**src/design/rom_load_pkg.sv**
```systemverilog
/*
 * ROM loading package
 * Download region map, bus widths and fetch slot offsets, plus the
 * enums shared by the download path and the SDRAM fetch arbiter
 */
`default_nettype none

package rom_load_pkg;

    localparam int IOCTL_AW = 25; // ioctl byte address
    localparam int PROG_AW  = 22; // SDRAM word address
    localparam int SLOT_AW  = 14; // Fetch slot word address

    // Byte start of each download region
    // Main code sits below MAP2_START
    localparam logic [IOCTL_AW-1:0] MAP2_START = 25'h000_0400;
    localparam logic [IOCTL_AW-1:0] SCR2_START = 25'h000_0800;
    localparam logic [IOCTL_AW-1:0] OBJ_START  = 25'h000_0c00;
    localparam logic [IOCTL_AW-1:0] PROM_START = 25'h000_1000; // Up to the end

    // Word offsets added by the arbiter to slot addresses
    localparam logic [PROG_AW-1:0] MAIN_OFFSET = '0;
    localparam logic [PROG_AW-1:0] GFX_OFFSET  = PROG_AW'(MAP2_START >> 1); // Tile map

    // Download regions
    typedef enum logic [2:0] {
        REG_MAIN,
        REG_MAP2,
        REG_SCR2,
        REG_OBJ,
        REG_PROM
    } region_e;

    // Fetch arbiter sequence
    typedef enum logic [1:0] {
        ARB_IDLE,      // Look for a slot with stale data
        ARB_WAIT_ACK,  // sdram_req held high
        ARB_WAIT_DATA  // Waiting on data_rdy
    } arb_state_e;

endpackage

`default_nettype wire

```
**src/design/prog_if.sv**
```systemverilog
/*
 * Programming bus
 * One download write from the writer to the PROM banks and the top level
 */
`default_nettype none

interface prog_if;

    logic [rom_load_pkg::PROG_AW-1:0] prog_addr; // Word address, PROM byte offset
    logic [7:0]                       prog_data;
    logic [1:0]                       prog_mask; // Active low lane mask
    logic                             prog_we;   // Held until sdram_ack
    logic                             prom_we;   // One cycle pulse

    modport writer (output prog_addr, prog_data, prog_mask, prog_we, prom_we);

    modport sink (input prom_we, prog_addr, prog_data);

    modport mon (input prog_addr, prog_data, prog_mask, prog_we);

endinterface

`default_nettype wire

```
**src/design/dl_addr_map.sv**
```systemverilog
/*
 * Download address map
 * Decodes the region of a byte address and reorders address bits
 * so that graphics tiles land in whole SDRAM words
 */
`default_nettype none

module dl_addr_map (
    input  logic [rom_load_pkg::IOCTL_AW-1:0] ioctl_addr,
    input  logic [rom_load_pkg::PROG_AW-1:0]  pre_prog,
    output logic [rom_load_pkg::IOCTL_AW-1:0] pre_io,
    output logic [rom_load_pkg::PROG_AW-1:0]  prog_addr_mapped,
    output rom_load_pkg::region_e             io_region
);

    localparam int IAW = rom_load_pkg::IOCTL_AW;
    localparam int AW  = rom_load_pkg::PROG_AW;

    // Region limits in words
    localparam logic [AW-1:0] OBJ_WORD  = AW'(rom_load_pkg::OBJ_START >> 1);
    localparam logic [AW-1:0] PROM_WORD = AW'(rom_load_pkg::PROM_START >> 1);

    logic obj_word;

    always_comb begin
        if (ioctl_addr >= rom_load_pkg::PROM_START)      io_region = rom_load_pkg::REG_PROM;
        else if (ioctl_addr >= rom_load_pkg::OBJ_START)  io_region = rom_load_pkg::REG_OBJ;
        else if (ioctl_addr >= rom_load_pkg::SCR2_START) io_region = rom_load_pkg::REG_SCR2;
        else if (ioctl_addr >= rom_load_pkg::MAP2_START) io_region = rom_load_pkg::REG_MAP2;
        else                                             io_region = rom_load_pkg::REG_MAIN;
    end

    // Byte address reorder, before the byte to word step
    always_comb begin
        pre_io = ioctl_addr;
        case (io_region)
            rom_load_pkg::REG_MAP2: // Bit 6 becomes the low bit
                pre_io = {ioctl_addr[IAW-1:7], ioctl_addr[5:0], ioctl_addr[6]};
            rom_load_pkg::REG_SCR2: // Bits 7:6 drop to 2:1
                pre_io = {ioctl_addr[IAW-1:8], ioctl_addr[5:1], ioctl_addr[7:6], ioctl_addr[0]};
            default: ;
        endcase
    end

    assign obj_word = pre_prog >= OBJ_WORD && pre_prog < PROM_WORD;

    // OBJ words get bit 5 moved down to bit 1
    always_comb begin
        prog_addr_mapped = pre_prog;
        if (obj_word) begin
            prog_addr_mapped = {pre_prog[AW-1:6], pre_prog[4:1], pre_prog[5], pre_prog[0]};
        end
    end

endmodule

`default_nettype wire

```
**src/design/dl_writer.sv**
```systemverilog
/*
 * Download writer
 * Registers ioctl bytes and turns them into masked 16-bit SDRAM writes
 * held until acknowledged, or into PROM write pulses
 */
`default_nettype none

module dl_writer (
    input  logic                              clk,
    input  logic                              rst_n,
    input  logic                              downloading,
    input  logic [rom_load_pkg::IOCTL_AW-1:0] ioctl_addr,
    input  logic [7:0]                        ioctl_dout,
    input  logic                              ioctl_wr,
    input  logic                              sdram_ack,
    prog_if.writer                            prog
);

    localparam int AW = rom_load_pkg::PROG_AW;

    logic [rom_load_pkg::IOCTL_AW-1:0] pre_io;
    logic [AW-1:0]                     pre_prog;
    logic [AW-1:0]                     mapped;
    rom_load_pkg::region_e             io_region;
    logic                              strobe;
    logic                              is_prom;

    assign strobe   = downloading && ioctl_wr;
    assign is_prom  = io_region == rom_load_pkg::REG_PROM;
    assign pre_prog = pre_io[AW:1]; // Byte to word

    dl_addr_map u_map (
        .ioctl_addr       ( ioctl_addr ),
        .pre_prog         ( pre_prog   ),
        .pre_io           ( pre_io     ),
        .prog_addr_mapped ( mapped     ),
        .io_region        ( io_region  )
    );

    always_ff @(posedge clk or negedge rst_n) begin
        if (!rst_n) begin
            prog.prog_we <= 1'b0;
            prog.prom_we <= 1'b0;
        end else begin
            prog.prom_we <= strobe && is_prom; // Single cycle
            if (strobe && !is_prom) begin
                prog.prog_we <= 1'b1;
            end else if (sdram_ack) begin
                prog.prog_we <= 1'b0; // Drops after the ack cycle
            end
        end
    end

    // Payload is held while prog_we waits for the SDRAM
    always_ff @(posedge clk) begin
        if (strobe) begin
            prog.prog_data <= ioctl_dout;
            prog.prog_mask <= pre_io[0] ? 2'b01 : 2'b10; // Odd bytes go high
            if (is_prom) begin
                prog.prog_addr <= AW'(pre_io - rom_load_pkg::PROM_START);
            end else begin
                prog.prog_addr <= mapped;
            end
        end
    end

endmodule

`default_nettype wire

```
**src/flat_wrapper.sv**
```systemverilog
// flat-port wrapper written by rule: the top's interface ports become plain ports
module dl_writer_flat 
  (clk, rst_n, downloading, ioctl_addr, ioctl_dout, ioctl_wr, sdram_ack, prog_prog_addr, prog_prog_data, prog_prog_mask, prog_prog_we, prog_prom_we);
  prog_if prog_i ();
  input  logic clk;
  input  logic rst_n;
  input  logic downloading;
  input  logic [rom_load_pkg::IOCTL_AW-1:0] ioctl_addr;
  input  logic [7:0] ioctl_dout;
  input  logic ioctl_wr;
  input  logic sdram_ack;
  output wire logic [$bits(prog_i.prog_addr)-1:0] prog_prog_addr;
  output wire logic [$bits(prog_i.prog_data)-1:0] prog_prog_data;
  output wire logic [$bits(prog_i.prog_mask)-1:0] prog_prog_mask;
  output wire logic [$bits(prog_i.prog_we)-1:0] prog_prog_we;
  output wire logic [$bits(prog_i.prom_we)-1:0] prog_prom_we;
  assign prog_prog_addr = prog_i.prog_addr;
  assign prog_prog_data = prog_i.prog_data;
  assign prog_prog_mask = prog_i.prog_mask;
  assign prog_prog_we = prog_i.prog_we;
  assign prog_prom_we = prog_i.prom_we;
  dl_writer u_core (.clk(clk), .rst_n(rst_n), .downloading(downloading), .ioctl_addr(ioctl_addr), .ioctl_dout(ioctl_dout), .ioctl_wr(ioctl_wr), .sdram_ack(sdram_ack), .prog(prog_i));
endmodule
```
**config.mk**
```make
export PLATFORM = sky130hd
export DESIGN_NAME = dl_writer_flat
export DESIGN_NICKNAME = d
export VERILOG_FILES = /design/src/design/rom_load_pkg.sv /design/src/design/prog_if.sv /design/src/design/dl_addr_map.sv /design/src/design/dl_writer.sv /design/src/flat_wrapper.sv
export SDC_FILE = /design/constraint.sdc
export NUM_CORES = 1
export LEC_CHECK = 0
export BUFFER_PORTS_ARGS = -buffer_cell sky130_fd_sc_hd__buf_2
export CELL_PAD_IN_SITES_DETAIL_PLACEMENT = 1
export CELL_PAD_IN_SITES_GLOBAL_PLACEMENT = 1
export CORE_UTILIZATION = 30
export DETAILED_ROUTE_END_ITERATION = 8
export HOLD_SLACK_MARGIN = 0.06
export PLACE_DENSITY = 0.73
export SYNTH_ARGS = -nofsm -noshare
export SYNTH_HDL_FRONTEND = slang
export SYNTH_SLANG_ARGS = --single-unit
```
**constraint.sdc**
```tcl
create_clock -name clk -period 1.06 [get_ports clk]
set_clock_uncertainty 0.1 [all_clocks]
set_input_delay 0.053 -clock clk [delete_from_list [all_inputs] [get_ports clk]]
set_output_delay 0.053 -clock clk [all_outputs]
set_load 0.1 [all_outputs]
```
# Yosys cells after proc, flatten, opt, wreduce, memory -nomap -nowiden
# Cells that the tools add are included.
# Widths: inputs -> output; s select.
[totals] regBits=34 inputBits=38 out_inout_bits=34 word_cells=31
[op_classes] addsub=1 order_cmp=6 n_eq_ne=3 n_mux=10 n_reduce_logical=6
[op_table] operator="$ge 25x12->1 const B" count=2
[op_table] operator="$ge 25x11->1 const B" count=1
[op_table] operator="$ge 25x13->1 const B" count=1
[op_table] operator="$ge 22x11->1 const B" count=1
[op_table] operator="$lt 22x12->1 const B" count=1
[op_table] operator="$mux 22" count=1
[op_table] operator="$sub 22x13->22 const B" count=1
[op_table] operator="$pmux 8 s2" count=1
[op_table] operator="$mux 2" count=3
[op_table] operator="$mux 6" count=1
[op_table] operator="$logic_and 1x1->1" count=4
[op_table] operator="$eq 3x1->1 const B" count=1
[op_table] operator="$eq 3x2->1 const B" count=1
[op_table] operator="$eq 3x3->1 const B" count=1
[op_table] operator="$mux 1" count=3
[op_table] operator="$mux 3" count=1
[op_table] operator="$reduce_bool 2->1" count=1
[op_table] operator="$logic_not 1->1" count=1

# Longest topological paths before layout
[depth] depth_word=11 ltp_mapped=7 ltp_nobuf=6

# Hierarchy
# From an unflattened synthesis, not the netlist that was laid out.
[unflattened] hier_cells=209 area_unflattened_um2=2073.2
[by_module_without_submodules] module="dl_writer" instances=1 cells_each=128 area_per_inst_um2=1480.2 seq_area_each_um2=1011.0
[by_module_without_submodules] module="dl_addr_map" instances=1 cells_each=81 area_per_inst_um2=593.1 seq_area_each_um2=0.0

# Worst setup path before layout
# Ideal clock, no wire load.
[synth_path] path_type="input-to-reg" startpoint="input ioctl_addr[21] (netlist bit)" endpoint="register u_core.prog.prog_addr[3], data pin" setup_time_ns=0.273 arrival_ns=1.248 required_ns=0.687 slack_ns=-0.561 path_stages=5 n_path_buf=0 path_cell_list="nor4_1 > nand4_2 > o21bai_4 > a222oi_1 > mux2i_1"
[synth_via] elab_chain_cells=11 word_cells_on_any_way=18 cone_classes="1 x add/sub; 6 x order compare; 3 x eq/ne; 7 x mux; 1 x reduce/logical"
[synth_lines] item="from (decl)" line_no="flat_wrapper.sv:8" text="input logic [rom_load_pkg::IOCTL_AW-1:0] ioctl_addr;"
[synth_lines] item="$ge 25x11->1" line_no="dl_addr_map.sv:29" text="else if (ioctl_addr >= rom_load_pkg::MAP2_START) io_region = rom_load_pkg::REG_MAP2;"
[synth_lines] item="$mux 1" line_no="dl_addr_map.sv:29"
[synth_lines] item="$mux 2" line_no="dl_addr_map.sv:28" text="else if (ioctl_addr >= rom_load_pkg::SCR2_START) io_region = rom_load_pkg::REG_SCR2;"
[synth_lines] item="$mux 2" line_no="dl_addr_map.sv:27" text="else if (ioctl_addr >= rom_load_pkg::OBJ_START) io_region = rom_load_pkg::REG_OBJ;"
[synth_lines] item="$mux 3" line_no="dl_addr_map.sv:26" text="if (ioctl_addr >= rom_load_pkg::PROM_START) io_region = rom_load_pkg::REG_PROM;"
[synth_lines] item="$eq 3x2->1 / $eq 3x1->1 (equally long branches)" line_no="dl_addr_map.sv:36" text="case (io_region)"
[synth_lines] item="$pmux 8 s2" line_no="dl_addr_map.sv:36"
[synth_lines] item="$ge 22x11->1 / $lt 22x12->1 (equally long branches)" line_no="dl_addr_map.sv:45" text="assign obj_word = pre_prog >= OBJ_WORD && pre_prog < PROM_WORD;"
[synth_lines] item="$logic_and 1x1->1" line_no="dl_addr_map.sv:45"
[synth_lines] item="$mux 6" line_no="dl_addr_map.sv:50" text="if (obj_word) begin"
[synth_lines] item="$mux 22 (*)" line_no="dl_writer.sv:59" text="if (is_prom) begin"
[synth_lines] item="to (signal assigned)" line_no="dl_writer.sv:60" text="prog.prog_addr <= AW'(pre_io - rom_load_pkg::PROM_START);"
[synth_lines] item="to (signal assigned)" line_no="dl_writer.sv:62" text="prog.prog_addr <= mapped;"
[synth_lines] item="to (decl)" line_no="prog_if.sv:15" text="modport writer (output prog_addr, prog_data, prog_mask, prog_we, prom_we);"
# Mark *: on every way between the ends. The rest lies on a longest branch, timed or not.
# A chain may end at the register's enable or synchronous reset.

# Final worst setup path
[layout_path] startpoint="input ioctl_addr[17] (netlist bit)" endpoint="register u_core.prog.prog_addr[6], data pin"
[layout_via] elab_chain_cells=9 word_cells_on_any_way=14 cone_classes="1 x add/sub; 4 x order compare; 3 x eq/ne; 6 x mux"
[layout_lines] item="$ge 25x11->1" line_no="dl_addr_map.sv:29"
[layout_lines] item="$mux 1" line_no="dl_addr_map.sv:29"
[layout_lines] item="$mux 2" line_no="dl_addr_map.sv:28"
[layout_lines] item="$mux 2" line_no="dl_addr_map.sv:27"
[layout_lines] item="$mux 3 (*)" line_no="dl_addr_map.sv:26"
[layout_lines] item="$eq 3x2->1 / $eq 3x1->1 (equally long branches)" line_no="dl_addr_map.sv:36"
[layout_lines] item="$pmux 8 s2" line_no="dl_addr_map.sv:36"
[layout_lines] item="$sub 22x13->22" line_no="dl_writer.sv:60"
[layout_lines] item="$mux 22 (*)" line_no="dl_writer.sv:59"
# Marks and branches as above.

==> flow_metrics.py <==
metrics = {
    "drt": {
        "drcViolationCount": 0,
        "vias": 1663,
        "ant_nets": 0,
        "dr.pass1.iters": 4,
        "drtIter0Drc": 108,
        "postRouteWirelength_mm": 6.40,
        "vias_per_cell": 5.02,
        "routedWlPerCell_um": 19.3,
    },
    "layout": {
        "multi_input_area_um2": 769,
        "area_growth_pct": 107,
        "antennaDiodeCount": 0,
        "seqCellArea_um2": 1010,
        "drive_above_1_share": 0.605,
        "finalNetCount": 301,
        "num-fill-cells": 488,
        "layout.cells.non_filler": 331,
    },
    "floorplan": {
        "coreArea_um2": 5240,
        "die_area_um2": 5850,
        "die_h_um": 76.5,
        "pin_count": 72,
        "start_util": 0.318,
        "chipWidth_um": 76.5,
        "rows": 26,
    },
    "global_route": {
        "grt_pass1_vias": 1820,
        "antenna_found_initial": 0,
        "grt_start_max_net_pins": 18,
        "track_usage": 0.220,
        "grt_first_pass_wirelength_mm": 9.72,
        "grt_remaining_overflow": 0,
    },
    "critical_path": {
        "worst_setup_path_start_kind": "input pin",
        "timing.rr.start": "u_core.prog.prog_we$_DFFE_PN0P_",
        "cp.required_ns": 1.08,
        "crit_chain": "buf_6, nor4_4, buf_4, and2_4, and4_4, buf_4, a222oi_1, buf_4, mux2i_1",
        "cp.buffers_inverters": 4,
        "worstSetupStartpoint": "ioctl_addr[17]",
        "worst_ep_arrival_time_ns": 1.59,
        "crit_fanout": 5,
        "worstSetupPathType": "input pin to flop",
        "critPathSlowestCell": "nor4_4",
        "max_stage_delay_ns": 0.34,
        "end_kind": "flop",
        "crit_top_cell": "buf_4",
        "crit_family": "simple AND/OR/NAND/NOR gates",
    },
    "synthesis": {
        "synth_top_area_share": 0.577,
        "syn-instance-count": 121,
        "synth_area_leaders": "edfxtp_1 58%, mux2i_1 5.4%, a222oi_1 3.0%",
        "syn_nets": 162,
        "netlist_top_cells_count": "32 x edfxtp_1, 13 x nor2_1, 9 x mux2i_1",
        "yosysWarnings": 0,
        "ys.flop_type": "edfxtp_1",
        "synth.most_common_cell": "edfxtp_1",
        "synth_cell_types": 40,
        "synth-edff-count": 32,
        "synth_area_um2": 1670,
        "avgSynthCellArea_um2": 13.8,
        "seq_area_frac_synth": 0.607,
        "synth_top_area_cell": "edfxtp_1",
        "synthArstFlopShare": 0.0588,
        "synth-seq-cells": 34,
    },
    "run_status": {
        "outcome": "complete, but fails checks",
        "violations": "setup timing",
    },
    "clock_tree": {
        "cts_root_buf": "clkbuf_8",
        "cts_tree": "built",
        "htree_levels": 2,
        "cts_buffers": 5,
        "clkTransAtPathRegs_ns": 0.07,
        "clock_latency_ns": 0.28,
        "clkSinkCount": 34,
        "clk_path_buf_depth": 2,
    },
    "power": {
        "power_density_nw_per_um2": 1190,
        "leakage_nw": 1.48,
        "vdd.ir_drop.worst_v": 0.000670,
        "p_comb_frac": 0.353,
        "swShare": 0.348,
        "switchingPower_w": 0.00143,
        "finalPower_w": 0.00410,
        "pwr-share-seq": 0.403,
        "p_int_w": 0.00267,
        "pwr-share-clk": 0.244,
    },
    "sta": {
        "rsz0062_at_grt": "yes",
        "fmax_ghz": 0.636,
        "setup-violations-final": 38,
        "period_needed_ns": 1.57,
        "timing.final.ws_setup_ns": -0.513,
        "slew_headroom": 0.704,
        "worstMarginPinSlew_ns": 0.445,
        "slew_viol_final": 0,
        "hold_violations": 0,
        "fin_crit_sh": 1.48,
    },
    "job": {
        "drv_cap": 0,
    },
    "worst_hold_path": {
        "hold_path_startpoint": "ioctl_addr[12]",
        "hp-class": "input pin to flop",
    },
    "placed_design": {
        "dp_cells": 297,
        "hpwl_mm": 4.05,
        "post-place-ws_ns": -0.799,
        "globalplace.congestion": 0.751,
        "portBuffers": 71,
    },
}
-- registers in the layout, indices dropped and copies added (netlist names) --
signal,count
u_core.prog.prog_addr,22
u_core.prog.prog_data,8
u_core.prog.prog_mask,2
u_core.prog.prog_we,1
u_core.prog.prom_we,1
-- power groups by stage --
stage                     Sequential [W]  Clock [W]  Combinational, W
after floorplan                  0.00225          0          0.000120
after global placement           0.00168          0           0.00132
after detailed placement         0.00168          0           0.00134
after CTS                        0.00165    0.00103           0.00142
after global routing             0.00166    0.00106           0.00149
final                            0.00165    0.00100           0.00145
-- path summary, 6_finish.rpt --
check	to	slack, ns	depth (start not counted)
setup reg to reg	u_core.prog.prog_we$_DFFE_PN0P_	0.15	1
min in group asynchronous	u_core.prog.prom_we$_DFF_PN0_	0.55	3
hold / removal	u_core.prog.prog_addr[12]$_DFFE_PP_	0.1	3
max in group asynchronous	u_core.prog.prog_we$_DFFE_PN0P_	0.14	3
hold reg to reg	u_core.prog.prog_we$_DFFE_PN0P_	0.52	1
setup / recovery	u_core.prog.prog_addr[6]$_DFFE_PP_	-0.51	9
-- layout by cell type, fill, tap and decap left out, types with 6 or more instances in the layout --
| cell | instances |
|---|---|
| buf_12 | 37 |
| clkbuf_8 | 6 |
| mux2i_1 | 7 |
| buf_6 | 14 |
| edfxtp_1 | 32 |
| dlygate4sd3_1 | 11 |
| nor2_1 | 12 |
| buf_4 | 39 |
| buf_2 | 31 |
-- layout make-up --
class / instances / share of cell area
Clock buffer: 7 / 0.0250
Clock inverter: 1 / 0.00145
Inverter: 5 / 0.00544
Multi-Input combinational cell: 81 / 0.223
Sequential cell: 34 / 0.293
Tap cell: 70 / 0.0254
Timing Repair Buffer: 133 / 0.426
-- repair_timing --
| action | in CTS | in global routing |
|---|---|---|
| gates resized for setup | 32 | 7 |
| endpoints found under the hold margin | 11 | 0 |
| gates cloned | 1 | 0 |
| pin swaps | 8 | 8 |
| setup buffers | 9 | 8 |
| setup endpoints to repair | 48 | 58 |
| hold buffers | 11 | 0 |
-- through the flow --
| stage | area [um^2] | hold slack, ns | setup TNS, ns | utilization |
|---|---|---|---|---|
| detailed placement | 2960 | -0.243 | -17.28 | 0.565 |
| global placement | 2960 | -0.261 | -15.89 | 0.565 |
| CTS | 3390 | 0.0738 | -9.38 | 0.648 |
| floorplan | 1730 | -0.343 | -9.84 | - |
| global route | 3450 | 0.103 | -12.83 | 0.659 |
| finish | 3450 | 0.0964 | -10.51 | 0.659 |
-- layer usage --
metal,track usage,part of all wire
met5,0,0
met4,0.0673,0.024
met3,0.0527,0.063
met2,0.417,0.55
met1,0.240,0.37
-- cell families (layout without fill, tap and decap cells) --
logic type | count (synthesis) | in the layout | share of synthesized area
AOI/OAI and AO/OA | 17 | 18 | 0.0939
and+or+nand+nor | 42 | 42 | 0.150
buffers and inverters | 7 | 146 | 0.0188
muxes | 13 | 13 | 0.0811
DFF | 34 | 34 | 0.607
xor gates and xnor gates | 5 | 5 | 0.0263
adders and majority gates | 3 | 3 | 0.0225
No activity file was read; power rests on OpenSTA's default activity.
