<file path="config.mk">
export PLATFORM = sky130hd
export DESIGN_NAME = rom_fetch_arb
export DESIGN_NICKNAME = d
export VERILOG_FILES = /design/src/design/rom_load_pkg.sv /design/src/design/rom_fetch_arb.sv
export SDC_FILE = /design/constraint.sdc
export NUM_CORES = 1
export LEC_CHECK = 0
export BUFFER_PORTS_ARGS = -buffer_cell sky130_fd_sc_hd__buf_2
export CORE_UTILIZATION = 38
export CTS_CLUSTER_SIZE = 24
export DETAILED_ROUTE_END_ITERATION = 8
export HOLD_SLACK_MARGIN = 0.12
export MAX_ROUTING_LAYER = met4
export PLACE_DENSITY = 0.66
export SYNTH_ARGS = -nofsm -noshare
export SYNTH_HDL_FRONTEND = slang
export SYNTH_SLANG_ARGS = --single-unit
</file>
<file path="constraint.sdc">
create_clock -name clk -period 5 [get_ports clk]
set_clock_uncertainty 0.1 [all_clocks]
set_input_delay 0 -clock clk [delete_from_list [all_inputs] [get_ports clk]]
set_output_delay 0 -clock clk [all_outputs]
set_load 0.02 [all_outputs]
</file>
<file path="src/design/rom_load_pkg.sv">
/*
 * ROM loading package
 * Download region map, bus widths and fetch slot offsets, plus the
 * enums shared by the download path and the SDRAM fetch arbiter
 */
`default_nettype none

package rom_load_pkg;

    localparam int IOCTL_AW = 25; // ioctl byte address
    localparam int PROG_AW  = 22; // SDRAM word address
    localparam int SLOT_AW  = 14; // Fetch slot word address

    // Byte start of each download region
    // Main code sits below MAP2_START
    localparam logic [IOCTL_AW-1:0] MAP2_START = 25'h000_0400;
    localparam logic [IOCTL_AW-1:0] SCR2_START = 25'h000_0800;
    localparam logic [IOCTL_AW-1:0] OBJ_START  = 25'h000_0c00;
    localparam logic [IOCTL_AW-1:0] PROM_START = 25'h000_1000; // Up to the end

    // Word offsets added by the arbiter to slot addresses
    localparam logic [PROG_AW-1:0] MAIN_OFFSET = '0;
    localparam logic [PROG_AW-1:0] GFX_OFFSET  = PROG_AW'(MAP2_START >> 1); // Tile map

    // Download regions
    typedef enum logic [2:0] {
        REG_MAIN,
        REG_MAP2,
        REG_SCR2,
        REG_OBJ,
        REG_PROM
    } region_e;

    // Fetch arbiter sequence
    typedef enum logic [1:0] {
        ARB_IDLE,      // Look for a slot with stale data
        ARB_WAIT_ACK,  // sdram_req held high
        ARB_WAIT_DATA  // Waiting on data_rdy
    } arb_state_e;

endpackage

`default_nettype wire

</file>
<file path="src/design/rom_fetch_arb.sv">
/*
 * ROM fetch arbiter
 * Serves the main CPU and graphics slots from SDRAM, one request at a
 * time, with a one word cache and an ok level per slot
 */
`default_nettype none

module rom_fetch_arb (
    input  logic                             clk,
    input  logic                             rst_n,
    input  logic                             downloading,
    input  logic                             main_cs,
    input  logic [rom_load_pkg::SLOT_AW-1:0] main_addr,
    input  logic                             gfx_cs,
    input  logic [rom_load_pkg::SLOT_AW-1:0] gfx_addr,
    input  logic                             sdram_ack,
    input  logic                             data_rdy,
    input  logic [15:0]                      data_read,
    output logic                             main_ok,
    output logic [15:0]                      main_data,
    output logic                             gfx_ok,
    output logic [15:0]                      gfx_data,
    output logic                             sdram_req,
    output logic [rom_load_pkg::PROG_AW-1:0] sdram_addr
);

    localparam int AW  = rom_load_pkg::PROG_AW;
    localparam int SAW = rom_load_pkg::SLOT_AW;

    rom_load_pkg::arb_state_e state;

    // Index 0 is main, 1 is graphics
    logic [SAW-1:0] addr [2];
    logic [SAW-1:0] tag  [2]; // Address of the cached word
    logic [15:0]    dat  [2];
    logic [AW-1:0]  base [2];
    logic [1:0]     cs;
    logic [1:0]     vld;
    logic [1:0]     hit;
    logic [1:0]     need;
    logic           win;
    logic           sel;      // Slot being served
    logic           issue;
    logic           done;

    assign cs      = {gfx_cs, main_cs};
    assign addr[0] = main_addr;
    assign addr[1] = gfx_addr;
    assign base[0] = rom_load_pkg::MAIN_OFFSET;
    assign base[1] = rom_load_pkg::GFX_OFFSET;

    always_comb begin
        for (int i = 0; i < 2; i++) begin
            hit[i]  = vld[i] && (tag[i] == addr[i]);
            need[i] = cs[i] && !hit[i];
        end
    end

    assign win   = !need[0]; // Main wins ties
    assign issue = (state == rom_load_pkg::ARB_IDLE) && !downloading && (|need);
    assign done  = (state == rom_load_pkg::ARB_WAIT_DATA) && data_rdy;

    assign main_ok   = cs[0] && hit[0];
    assign gfx_ok    = cs[1] && hit[1];
    assign main_data = dat[0];
    assign gfx_data  = dat[1];

    always_ff @(posedge clk or negedge rst_n) begin
        if (!rst_n) begin
            state     <= rom_load_pkg::ARB_IDLE;
            sdram_req <= 1'b0;
            sel       <= 1'b0;
            vld       <= 2'b00;
        end else begin
            case (state)
                rom_load_pkg::ARB_IDLE: begin
                    if (issue) begin
                        state     <= rom_load_pkg::ARB_WAIT_ACK;
                        sdram_req <= 1'b1;
                        sel       <= win;
                    end
                end
                rom_load_pkg::ARB_WAIT_ACK: begin
                    if (sdram_ack) begin
                        state     <= rom_load_pkg::ARB_WAIT_DATA;
                        sdram_req <= 1'b0;
                    end
                end
                rom_load_pkg::ARB_WAIT_DATA: begin
                    if (data_rdy) state <= rom_load_pkg::ARB_IDLE;
                end
                default: state <= rom_load_pkg::ARB_IDLE;
            endcase
            if (issue) vld[win] <= 1'b0; // Old word no longer trusted
            if (done) vld[sel] <= 1'b1;
            if (downloading) vld <= 2'b00; // SDRAM contents are changing
        end
    end

    always_ff @(posedge clk) begin
        if (issue) begin
            sdram_addr <= base[win] + AW'(addr[win]);
            tag[win]   <= addr[win];
        end
        if (done) dat[sel] <= data_read;
    end

endmodule

`default_nettype wire

</file>
After elaboration in Yosys (flattened, before gate mapping)
Memory sizes are Yosys's and may differ from the RTL's.
Index checks and enable logic that the tools add are counted.
{"block": "word_totals", "latch_bits": 0, "wordCells": 69, "mem_count": 2, "output_inout_bits": 57, "rom_bits": 0, "inputBits": 51, "reg_bits": 28, "ramBits": 60}
{"block": "classes", "order_cmp": 5, "add_sub_neg": 1, "n_mux": 24, "eq_ne": 7, "reduce_logical": 21, "n_mul": 0, "bitwise": 4, "shift": 0, "div_mod_pow": 0}
{"memory": "dat", "depth": 2, "word_bits": 16, "rd": 2, "rd_ports_with_merged_regs": 0, "write_ports": 1, "line": "rom_fetch_arb.sv:35", "rtl": "logic [15:0] dat [2];"}
{"memory": "tag", "depth": 2, "word_bits": 14, "rd": 2, "rd_ports_with_merged_regs": 0, "write_ports": 1, "line": "rom_fetch_arb.sv:34", "rtl": "logic [SAW-1:0] tag [2];"}
{"cell": "$mux W22", "n": 2}
{"cell": "$mux W14", "n": 3}
{"cell": "$eq A14 B14 Y1", "n": 2}
{"cell": "$add A22 B14 Y22", "n": 1}
{"cell": "$mux W2", "n": 6}
{"cell": "$logic_and A1 B1 Y1", "n": 11}
{"cell": "$mux W10", "n": 1}
{"cell": "$mux W1", "n": 8}
{"cell": "$ne A2 B2 Y1 const B", "n": 3}
{"cell": "$pmux W2 S3", "n": 1}
{"cell": "$reduce_and A3 Y1", "n": 2}
{"cell": "$logic_not A1 Y1", "n": 4}
{"cell": "$lt A1 B2 Y1 const B", "n": 2}
{"cell": "$and A2 B2 Y2", "n": 1}
{"cell": "$demux W1 S1", "n": 2}
{"cell": "$eq A2 B1 Y1 const B", "n": 1}
{"cell": "$eq A2 B2 Y1 const B", "n": 1}
{"cell": "$ge A1 B1 Y1 const B", "n": 2}
{"cell": "$ge A2 B2 Y1 const B", "n": 1}
{"cell": "$logic_not A2 Y1", "n": 1}
{"cell": "$not A1 Y2", "n": 1}
{"cell": "$not A2 Y2", "n": 1}
{"cell": "$or A2 B2 Y2", "n": 1}
{"cell": "$pmux W1 S2", "n": 1}
{"cell": "other kinds (3)", "n": 3}

Longest topological paths before layout
Gate-level depths: netlist of run 1.
An unclocked memory read counts as a cell.
{"block": "logic_depth", "depth_word": 16, "depth_mapped": 11, "ltp_nobuf": 9}

Worst setup path before layout of run 1
No wires, ideal clock.
{"block": "synth_timing", "kind": "flip-flop to flip-flop", "from": "mem tag[0][10] (netlist name)", "to": "reg sdram_addr[13] (netlist name), data pin", "setup_time_ns": 0.261, "arrival_time_ns": 2.355, "path_slack_ns": 2.284, "t_required_ns": 4.639, "path_stages_with_launch": 12, "path_cell_list": "edfxtp_1 -> xnor2_1 -> nand4_1 -> or4_1 -> buf_6 -> nand2_8 -> buf_12 -> mux2_4 -> ha_1 -> nand3_1 -> xor2_1 -> mux2i_1"}
{"element": "from (decl)", "line": "rom_fetch_arb.sv:34"}
{"element": "to (signal assigned)", "line": "rom_fetch_arb.sv:102", "rtl": "sdram_addr <= base[win] + AW'(addr[win]);"}
{"element": "to (decl)", "line": "rom_fetch_arb.sv:24", "rtl": "output logic [rom_load_pkg::PROG_AW-1:0] sdram_addr"}

==> key figures, run 1 <==
Status
  • Status: complete, no violations

Die
  • Initial Utilization: 0.3986
  • Placeable Area: 8341 µm²
  • Die width: 95.54 µm
  • Num ports: 108
  • Num rows: 33
  • Die area: 9127 µm²
  • Die Y: 95.54 µm

Setup path
  • Most common cell on crit path: nand3_1
  • Worst R2R Path Depth: 10
  • Critical Path Fanout Max: 24
  • WP depth: 10
  • FF-to-FF End: sdram_addr[11]$_DFFE_PN_
  • Worst EP arrival: 3.60 ns
  • Critical path class: reg2reg
  • Startpoint Class: flop
  • Critical-path top delay cell: or4_1
  • Worst reg2reg setup slack: 1.41 ns
  • Critical Path, Cell by Cell: xnor2_1, nand3_1, or4_1, nand2_8, mux2_4, dlygate4sd3_1, ha_1, nor2b_1, o22ai_1, nand3_1
  • Cell family with the largest share of critical-path delay: simple AND/OR/NAND/NOR gates
  • Buf/Inv on CP: 1
  • Max incr delay on CP: 0.73 ns
  • RR Startpoint: tag[0][2]$_DFFE_PP_
  • Critical Path Sink Type: flop
  • Setup crit start: tag[0][2]$_DFFE_PP_
  • Worst Path Required: 5.00 ns
  • Critical path endpoint: sdram_addr[11]$_DFFE_PN_

Power
  • Worst IR Drop VDD: 0.0002169 V
  • Switching portion of total power: 0.2733
  • Net switching power figure: 484.0 µW
  • Clock power share: 0.299
  • Internal: 1.287 mW
  • Sequential share of power: 0.498
  • Leak: 1.844 nW
  • Comb power frac: 0.203
  • Power per cell area: 374.9 nW/µm²

Clocking
  • Setup Fix Bufs, Post-CTS: 0
  • CTS Hold Buffers Added: 57
  • PostCTS Resize Cnt: 0
  • Clk_lat worst skew: 0.35 ns
  • Clock sink total: 81
  • CTS max path bufs: 2
  • Clock transition at path regs: 0.09 ns
  • CTS buffer count: 9
  • CTS tree: yes
  • CTS root buf: clkbuf_8
  • H-tree depth: 3

STA
  • Pins Over Slew Limit: 0
  • Min Clock Period, post-route: 3.594 ns
  • Max-slew headroom: 0.5065
  • Endpoints failing setup: 0
  • PnR worst setup slack: 1.406 ns
  • Slew @ Worst Pin: 0.7388 ns
  • Final Hold Fails: 0
  • WHS: 0.1565 ns
  • F_max: 278.2 MHz
  • Tcrit/Tclk final: 0.7188
  • Unrepaired setup endpoints after global routing: no
  • Setup TNS: 0 ns

Place
  • DP HPWL: 4824 µm
  • IO Port Bufs: 100
  • Dpl cell area: 3931 µm²
  • Dpl ws: 1.995 ns
  • Gpl congestion: 0.8121

Layout
  • Final core utilization: 0.5665
  • Final design area excluding fillers: 4725 µm²
  • # diodes: 0
  • Share of layout cells above drive strength 1: 0.3787
  • P&R area growth vs syn: 42.12%
  • Fill count: 703
  • # nets final: 414

Synth
  • Synth Area in XOR/XNOR: 0.08167
  • Compound-Gate Fraction of Synth Area: 0.02446
  • YS warnings: 0
  • Adder-Cell Fraction of Synth Area: 0.003764
  • Cell variety after synth: 38
  • Post-Synth Simple-Gate Area: 0.07264
  • Mux contribution to synthesized area: 0.06172
  • Main combinational cell family by area after synthesis: XOR/XNOR gates
  • Synthesized instance count: 193
  • Cell Area, Synth: 3324 µm²
  • Post-Syn Area per Cell: 17.23 µm²
  • #FFs+latches synth: 81
  • Seq/Total Area, Yosys: 0.7226

Global route
  • Global-route track usage on met3: 0.04067
  • Remaining Overflow, GRT: 0
  • First-pass GRT wire length: 10530 µm
  • Vias in the first global route: 2138
  • Met2 usage: 0.2708
  • GR Util met1: 0.1986
  • Gr busiest metal: met2
  • Total track usage: 0.1664
  • Antenna violations before repair: 0
  • Largest net degree at the start of global routing: 25

Drt
  • Drt first pass iters: 4
  • Via-per-instance ratio: 4.631
  • Vias post-DR: 2186
  • Post-Route WL: 7020 µm
  • Initial detailed-routing violation count: 115
  • Wirelength per Cell: 14.87 µm
  • Final ANT Viol Nets: 0
  • DRC: 0

Worst hold path
  • Hold Crit Class: in2reg

Flow run
  • Number of max-cap violations: 0
power by group through the flow:
stage                     Clock [mW]  Combinational (mW)  Sequential [mW]
after floorplan                    0               0.132            0.957
after global placement             0               0.310            0.894
after detailed placement           0               0.315            0.897
after CTS                      0.541               0.364            0.882
after global routing           0.568               0.392            0.890
final                          0.530               0.360            0.881
cell usage after synthesis, drive strengths merged:
cell type,instances,area [µm²]
mux2,14,195.2
o211ai,1,7.510
edfxtp,75,2252
nor2b,2,12.51
or4,1,7.510
a21oi,2,10.01
nor2,4,15.01
and4,1,8.760
a211oi,1,12.51
a2bb2oi,1,8.760
conb,1,3.750
nand4,6,37.54
nor4,2,12.51
o221ai,1,8.760
nor3,4,20.02
and2,2,12.51
dfrtp,6,150.1
nand3,6,30.03
o21ai,2,10.01
inv,3,11.26
o2bb2ai,1,8.760
nand2,5,35.03
o22ai,1,6.260
ha,1,12.51
and3,1,6.260
a311oi,1,8.760
xor2,2,17.52
or2,1,6.260
mux2i,1,10.01
xnor2,29,254.0
nand2b,2,12.51
buf,10,95.09
nand4b,2,17.52
nand3b,1,7.510
through the flow:
| stage | power, mW | std cells |
|---|---|---|
| 6_report | 1.771 | 472 |
| 5_1_grt | 1.850 | 472 |
| 4_1_cts | 1.787 | 472 |
| 3_5_place_dp | 1.212 | 399 |
| 3_3_place_gp | 1.204 | 399 |
| 2_1_floorplan | 1.088 | 199 |
layer usage:
layer,wire length (µm),vias to the layer above
li1,-,1062
met3,403,11
met4,97,0
met1,3223,1030
met5,0,-
met2,3295,83
cell families after synthesis:
kind of cell / count (synthesis)
and+or+nand+nor: 40
other: 1
DFF: 81
xor gates and xnor gates: 31
muxes: 15
adders and majority gates: 1
AOI/OAI and AO/OA: 11
buffers and inverters: 13
cell type report:
type | instances | area, µm² | area share
Timing Repair Buffer | 162 | 1109 | 0.2346
Clock inverter | 7 | 98.84 | 0.02092
Inverter | 3 | 11.26 | 0.002383
Sequential cell | 81 | 2402 | 0.5085
Tap cell | 105 | 131.4 | 0.02781
Clock buffer | 9 | 123.9 | 0.02622
Multi-Input combinational cell | 105 | 848.3 | 0.1796
cell usage in the layout (no fill, tap or decap), drive strengths merged, types with 5 or more instances in the layout:
| cell | instances |
|---|---|
| conb | 7 |
| clkbuf | 9 |
| dfrtp | 6 |
| nand2 | 5 |
| inv | 7 |
| buf | 105 |
| edfxtp | 75 |
| dlygate4sd3 | 57 |
| nand4 | 6 |
| mux2 | 14 |
| xnor2 | 29 |
| nand3 | 6 |
registers in the layout, indices dropped and copies added, names as in the netlist:
signal	cells
state	2
sdram_addr	15
tag	28
sel	1
dat	32
vld	2
sdram_req	1
worst min-delay path, cell delays in order:
cell and delay, ns:
buf_2 0.11, and3_1 0.20, and4_1 0.19
how the worst min path moves through the flow:
stage,from,end,slack (ns),depth (start not counted)
6_report,gfx_addr[10],sdram_addr[14]$_DFFE_PN_,0.16,3
2_1_floorplan,rst_n,sdram_req$_DFFE_PN0P_,-0.40,0
3_5_place_dp,rst_n,state[1]$_DFFE_PN0P_,-0.27,1
4_1_cts,gfx_addr[10],sdram_addr[14]$_DFFE_PN_,0.15,3
3_3_place_gp,rst_n,state[1]$_DFFE_PN0P_,-0.27,1
5_1_grt,gfx_addr[10],sdram_addr[14]$_DFFE_PN_,0.17,3
No activity file was read; power rests on OpenSTA's default activity.
==> run 2: changes to the inputs <==
Settings changed: ABC_AREA set to 1, PLACE_DENSITY 0.66 to 0.68.
Clock period 5 ns to 3 ns, I/O delays scaled along.
==> key figures, run 2 <==
Synth
  • Prevailing post-synth register cell: edfxtp_1
  • Synth top area share: 0.6574 (-0.02004)
  • #FFs+latches synth: 81 (unchanged)
  • Synth top area cells: edfxtp_1 66%, nand2_1 8.5%, inv_1 4.9%
  • Cell Area, Synth: 3426 µm² (+3.0%)
  • YS warnings: 0 (unchanged)
  • Top cells by count, synth: 78 x nand2_1, 75 x edfxtp_1, 45 x inv_1
  • Cell variety after synth: 30 (-21%)
  • Count leader, synth: nand2_1
  • FFs w/ async S/R, synth: 0.07407 (unchanged)
  • Post-synth EDFFs: 75 (unchanged)
  • Synthesized instance count: 298 (+54%)
  • Seq/Total Area, Yosys: 0.7012 (-0.02138)
  • Post-Syn Area per Cell: 11.50 µm² (-33%)
  • Dominant cell type by area after synthesis: edfxtp_1

Setup path
  • Startpoint Class: flop
  • Critical Path Sink Type: flop
  • Critical path class: reg2reg
  • Worst EP arrival: 2.81 ns (-0.79 ns)
  • Critical Path Fanout Max: 7 (-71%)
  • Worst Path Required: 3.01 ns (-1.99 ns)

Die
  • Num rows: 34 (+3.0%)
  • Die area: 9399 µm² (+3.0%)
  • Die Y: 96.95 µm (+1.5%)
  • Initial Utilization: 0.3928 (-0.005763)
  • Placeable Area: 8721 µm² (+4.6%)
  • Die width: 96.95 µm (+1.5%)
  • Num ports: 108 (unchanged)

Layout
  • P&R area growth vs syn: 43.61%
  • # nets final: 522 (+26%)
  • Share of layout cells above drive strength 1: 0.2905 (-0.08822)
  • Top flop regs: dat: 32 flops, tag: 28 flops, sdram_addr: 15 flops
  • Fill count: 741 (+5.4%)
  • Max FFs per register: 32 (unchanged)
  • Commonest cells after routing, fill and taps aside: 100 x buf_2, 78 x nand2_1, 75 x edfxtp_1, 58 x dlygate4sd3_1, 45 x inv_1
  • # diodes: 0 (unchanged)
  • Largest Register: dat
  • Commonest non-fill, non-tap cell in the layout: buf_2

STA
  • F_max: 356.4 MHz (+28%)
  • Setup TNS: 0 ns (unchanged)
  • Pins Over Slew Limit: 0 (unchanged)
  • Slew @ Worst Pin: 0.6445 ns (-0.09436 ns)
  • Endpoints failing setup: 0 (unchanged)
  • Final Hold Fails: 0 (unchanged)
  • Min Clock Period, post-route: 2.806 ns (-0.7879 ns)
  • Max-slew headroom: 0.5699 (+0.06334)
  • WHS: 0.1347 ns (-0.02183 ns)
  • PnR worst setup slack: 0.1938 ns (-1.212 ns)
  • Tcrit/Tclk final: 0.9354 (+0.2166)

Global route
  • Largest net degree at the start of global routing: 30 (+20%)
  • Antenna violations before repair: 0 (unchanged)
  • Vias in the first global route: 2639 (+23%)
  • Total track usage: 0.1801 (+0.01368)
  • First-pass GRT wire length: 12650 µm (+20%)
  • Remaining Overflow, GRT: 0 (unchanged)

Power
  • Worst IR Drop VDD: 0.0002507 V (+16%)
  • Power per cell area: 629.7 nW/µm² (+68%)
  • Leak: 2.219 nW (+20%)

Drt
  • Wirelength per Cell: 13.61 µm (-8.5%)
  • Via-per-instance ratio: 4.576 (-1.2%)
  • Final ANT Viol Nets: 0 (unchanged)
  • DRC: 0 (unchanged)
  • Post-Route WL: 7936 µm (+13%)
  • Drt first pass iters: 4 (unchanged)
  • Vias post-DR: 2668 (+22%)
  • Initial detailed-routing violation count: 147 (+28%)

Place
  • IO Port Bufs: 100 (unchanged)
  • Gpl congestion: 0.8535 (+5.1%)
  • DP HPWL: 5314 µm (+10%)
  • Dpl ws: 0.5558 ns (-1.439 ns)

Clocking
  • CTS max path bufs: 2 (unchanged)
  • CTS tree: yes
  • Clock sink total: 81 (unchanged)
  • Clock transition at path regs: 0.08 ns (about the same)
  • CTS root buf: clkbuf_8
  • Clk_lat worst skew: 0.35 ns (about the same)
  • CTS buffer count: 9 (unchanged)
  • H-tree depth: 3 (unchanged)

Flow run
  • Number of max-cap violations: 0 (unchanged)

Worst hold path
  • Hold Crit Class: in2reg

Status
  • Status: complete, no violations
run 2: cell count changes after synthesis, moves of 3 or more:
cell     before  now
inv_1         3   45
mux2_2        4    0
mux2_4       10    0
nand2_1       4   78
nand2_2       0    6
nand3_1       6   11
nand4_1       6    1
nor2_1        4   20
nor3_1        4    1
o21ai_0       2   16
xnor2_1      29    8
run 2: cell type report:
cell class / count / area (µm²) / area share
repair buffers: 164 / 1126 / 0.2289
multi-input cells: 167 / 814.5 / 0.1656
inverters: 47 / 176.4 / 0.03586
clock inverters: 7 / 141.4 / 0.02874
clock buffers: 9 / 123.9 / 0.02518
flip-flops and latches: 81 / 2402 / 0.4883
well taps: 108 / 135.1 / 0.02747
run 2: timing repair:
item	4_1_cts	5_1_grt
buffers inserted	0	2
gates resized for setup	0	2
endpoints found under the hold margin	87	0
endpoints found under the setup margin	0	1
hold buffers	58	0
run 2: metrics by stage:
step                      std cells  power, mW    util  instance area [µm²]
after floorplan                 304      1.804       -                 3448
after global placement          506      1.994  0.4626                 4034
final                           583      3.098  0.5641                 4920
after detailed placement        506      2.003  0.4626                 4034
after global routing            583      3.240  0.5641                 4920
after CTS                       580      3.126  0.5595                 4880
run 2: worst paths after layout:
| kind | cells past startpoint | to | slack (ns) | startpoint |
|---|---|---|---|---|
| min in group asynchronous | 3 | state[1]$_DFFE_PN0P_ | 0.49 | rst_n |
| worst min register to register | 2 | sdram_req$_DFFE_PN0P_ | 0.40 | sdram_req$_DFFE_PN0P_ |
| max in group asynchronous | 3 | vld[1]$_DFF_PN0_ | 2.08 | rst_n |
| worst max-delay path | 13 | sdram_addr[12]$_DFFE_PN_ | 0.19 | tag[0][5]$_DFFE_PP_ |
| worst min-delay path | 3 | tag[1][2]$_DFFE_PP_ | 0.13 | main_addr[2] |
| worst max register to register | 13 | sdram_addr[12]$_DFFE_PN_ | 0.19 | tag[0][5]$_DFFE_PP_ |
run 2: power by group:
group | total [mW] | switching (mW) | leakage [nW] | internal, mW
clock | 1.04 | 0.400 | 0.130 | 0.638
combinational | 0.591 | 0.366 | 1.33 | 0.225
sequential | 1.47 | 0.0541 | 0.764 | 1.41
run 2: per-layer routing:
layer | vias up | wire [µm] | global-route usage | share of wire
met1 | 1258 | 3382 | 0.2106 | 0.43
met5 | - | 0 | - | 0
met4 | 0 | 63 | 0.07003 | 0.0079
li1 | 1303 | - | - | -
met3 | 6 | 463 | 0.03829 | 0.058
met2 | 101 | 4026 | 0.3039 | 0.51
run 2: critical path, cell delays in order, from the launching register on:
cell and delay (ns):
edfxtp_1 0.36, inv_1 0.05, nand2_1 0.07, nand2_1 0.05, nor2_1 0.10, nand2_1 0.07, nor2_1 0.17, nand2_4 0.14
nand3_1 0.11, nand2_2 0.07, dlygate4sd3_1 0.61, nand2_1 0.08, nand2_1 0.05, dlygate4sd3_1 0.54
run 2: cells by family (layout without fill, tap and decap cells):
kind of cell / Yosys count / in the layout / synth area share
and+or+nand+nor: 126 / 127 / 0.1603
buffers and inverters: 57 / 227 / 0.07487
xor gates and xnor gates: 9 / 9 / 0.02301
other: 1 / 7 / 0.001095
AOI/OAI and AO/OA: 23 / 23 / 0.03579
DFF: 81 / 81 / 0.7012
adders and majority gates: 1 / 1 / 0.003652
==> run 3: changes to the inputs <==
Settings changed: CORE_UTILIZATION 38 to 42, PLACE_DENSITY 0.68 to 0.73.
==> key figures, run 3 (synthesized netlist as in run 2, its figures left out) <==
Worst hold path
  • Hold Crit Class: in2reg

Setup path
  • Critical path class: reg2reg
  • Startpoint Class: flop
  • Worst reg2reg setup slack: 0.15 ns (-0.04 ns)
  • Critical Path Fanout Max: 7 (unchanged)
  • Critical Path Sink Type: flop
  • Worst Path Required: 3.01 ns (about the same)
  • Worst EP arrival: 2.86 ns (+0.05 ns)

Layout
  • Fill count: 624 (-16%)
  • P&R area growth vs syn: 41.27%
  • Max FFs per register: 32 (unchanged)
  • Top flop regs: dat: 32 flops, tag: 28 flops, sdram_addr: 15 flops
  • Final core utilization: 0.6199 (+0.05574)
  • Final design area excluding fillers: 4840 µm² (-1.6%)
  • Commonest cells after routing, fill and taps aside: 100 x buf_2, 78 x nand2_1, 75 x edfxtp_1, 58 x dlygate4sd3_1, 45 x inv_1
  • Register Area: 2402 µm² (unchanged)
  • Footprint of the multi-input gates: 809.5 µm² (-0.61%)
  • Share of layout cells above drive strength 1: 0.2890 (-0.001497)
  • Largest Register: dat
  • # nets final: 521 (-0.19%)
  • # diodes: 0 (unchanged)
  • Commonest non-fill, non-tap cell in the layout: buf_2

Place
  • Gpl congestion: 0.8909 (+4.4%)
  • IO Port Bufs: 100 (unchanged)
  • DP HPWL: 5316 µm (about the same)
  • Dpl cell area: 4019 µm² (-0.37%)

Global route
  • First-pass GRT wire length: 12490 µm (-1.2%)
  • Vias in the first global route: 2636 (-0.11%)
  • Total track usage: 0.2033 (+0.02320)
  • Largest net degree at the start of global routing: 30 (unchanged)
  • Remaining Overflow, GRT: 0 (unchanged)
  • Antenna violations before repair: 0 (unchanged)

Drt
  • Post-Route WL: 7978 µm (+0.53%)
  • Final ANT Viol Nets: 0 (unchanged)
  • Initial detailed-routing violation count: 185 (+26%)
  • Via-per-instance ratio: 4.637 (+1.3%)
  • Wirelength per Cell: 13.85 µm (+1.8%)
  • DRC: 0 (unchanged)
  • Drt first pass iters: 4 (unchanged)
  • Vias post-DR: 2671 (+0.11%)

Clocking
  • CTS tree: yes
  • CTS root buf: clkbuf_8
  • Clk_lat worst skew: 0.36 ns (about the same)
  • CTS max path bufs: 2 (unchanged)
  • H-tree depth: 3 (unchanged)
  • Clock sink total: 81 (unchanged)
  • CTS buffer count: 9 (unchanged)
  • Clock transition at path regs: 0.09 ns (about the same)

Die
  • Num rows: 32 (-5.9%)
  • Die area: 8522 µm² (-9.3%)
  • Die Y: 92.32 µm (-4.8%)
  • Die width: 92.32 µm (-4.8%)
  • Placeable Area: 7807 µm² (-10%)
  • Initial Utilization: 0.4388 (+0.04596)
  • Num ports: 108 (unchanged)

Power
  • Power per cell area: 598.1 nW/µm² (-5.0%)
  • Comb power frac: 0.204 (+0.013)
  • Net switching power figure: 860.4 µW (+4.9%)
  • Final Total Pwr: 2.894 mW (-6.6%)
  • Worst IR Drop VDD: 0.0003783 V (+51%)
  • Leak: 2.170 nW (-2.2%)
  • Clock power share: 0.287 (-0.048)
  • Switching portion of total power: 0.2973 (+0.03243)
  • Internal: 2.034 mW (-11%)
  • Sequential share of power: 0.509 (+0.035)

STA
  • Unrepaired setup endpoints after global routing: no
  • Setup TNS: 0 ns (unchanged)
  • Tcrit/Tclk final: 0.9504 (+0.01498)
  • Min Clock Period, post-route: 2.851 ns (+0.04494 ns)
  • Max-slew headroom: 0.5573 (-0.01254)
  • F_max: 350.7 MHz (-1.6%)
  • Pins Over Slew Limit: 0 (unchanged)
  • Slew @ Worst Pin: 0.6633 ns (+0.01878 ns)
  • Endpoints failing setup: 0 (unchanged)
  • Final Hold Fails: 0 (unchanged)

Status
  • Status: complete, no violations

Flow run
  • Number of max-cap violations: 0 (unchanged)
## run 3: cell count changes in the layout (fill, tap and decap cells not counted)
| cell | delta |
|---|---|
| bufinv_16 | -3 |
| buf_4 | -1 |
| nand2_4 | -1 |
| inv_6 | +4 |
| nand2_2 | +1 |
| clkinv_2 | -1 |
## run 3: cell type report
cell class                 instances  area share
sequential                        81      0.4964
timing repair buffer             163      0.2311
multi-input combinational        167      0.1673
inverter                          47     0.03645
tap                              102     0.02637
clock buffer                       9     0.02559
clock inverter                     7     0.01680
## run 3: layer usage
metal  vias to the layer above  part of all wire  global-route usage  wire [µm]
met5                         -                 0                   -          0
met4                         0             0.030              0.1107        240
met3                        18             0.061             0.04351        488
met2                       112              0.49              0.3173       3871
met1                      1242              0.42              0.2479       3377
li1                       1299                 -                   -          -
## run 3: power by group through the flow
stage / registers, mW / clock network (mW) / logic (mW)
floorplan: 1.59 / 0 / 0.213
CTS: 1.47 / 0.843 / 0.587
global route: 1.49 / 0.883 / 0.648
detailed placement: 1.49 / 0 / 0.505
global placement: 1.49 / 0 / 0.492
finish: 1.47 / 0.830 / 0.591
## run 3: final timing paths
kind / startpoint / cells after the start / to
max: tag[0][13]$_DFFE_PP_ / 12 / sdram_addr[12]$_DFFE_PN_
min: main_addr[11] / 4 / sdram_addr[11]$_DFFE_PN_
max reg2reg: tag[0][13]$_DFFE_PP_ / 12 / sdram_addr[12]$_DFFE_PN_
min reg2reg: sdram_req$_DFFE_PN0P_ / 2 / sdram_req$_DFFE_PN0P_
max in group asynchronous: rst_n / 3 / sel$_DFFE_PN0P_
min in group asynchronous: rst_n / 3 / state[1]$_DFFE_PN0P_
## run 3: worst max-delay path, stage by stage, from the launching register on
cell and delay [ns]:
edfxtp_1 0.40, nand2_1 0.13, nand2_1 0.06, nor2_1 0.12, nand2_1 0.08, nor2_2 0.11, nand2_2 0.16, nand3b_1 0.15
nand2_2 0.08, nand4_1 0.06, dlygate4sd3_1 0.55, nand2_1 0.05, dlygate4sd3_1 0.55
## run 3: per-stage QoR
stage	cells	worst slack [ns]	hold slack, ns
3_3_place_gp	499	0.6255	-0.2717
4_1_cts	573	0.03291	0.1436
6_report	576	0.1488	0.1550
3_5_place_dp	499	0.5510	-0.2691
5_1_grt	576	0.02547	0.1541
2_1_floorplan	304	0.8304	-0.3956
## run 3: what timing repair did
item                                    CTS  global route
endpoints found under the setup margin    0             1
setup buffers                             0             2
hold endpoints to repair                 87             0
resized for setup                         0             1
hold buffers                             58             0
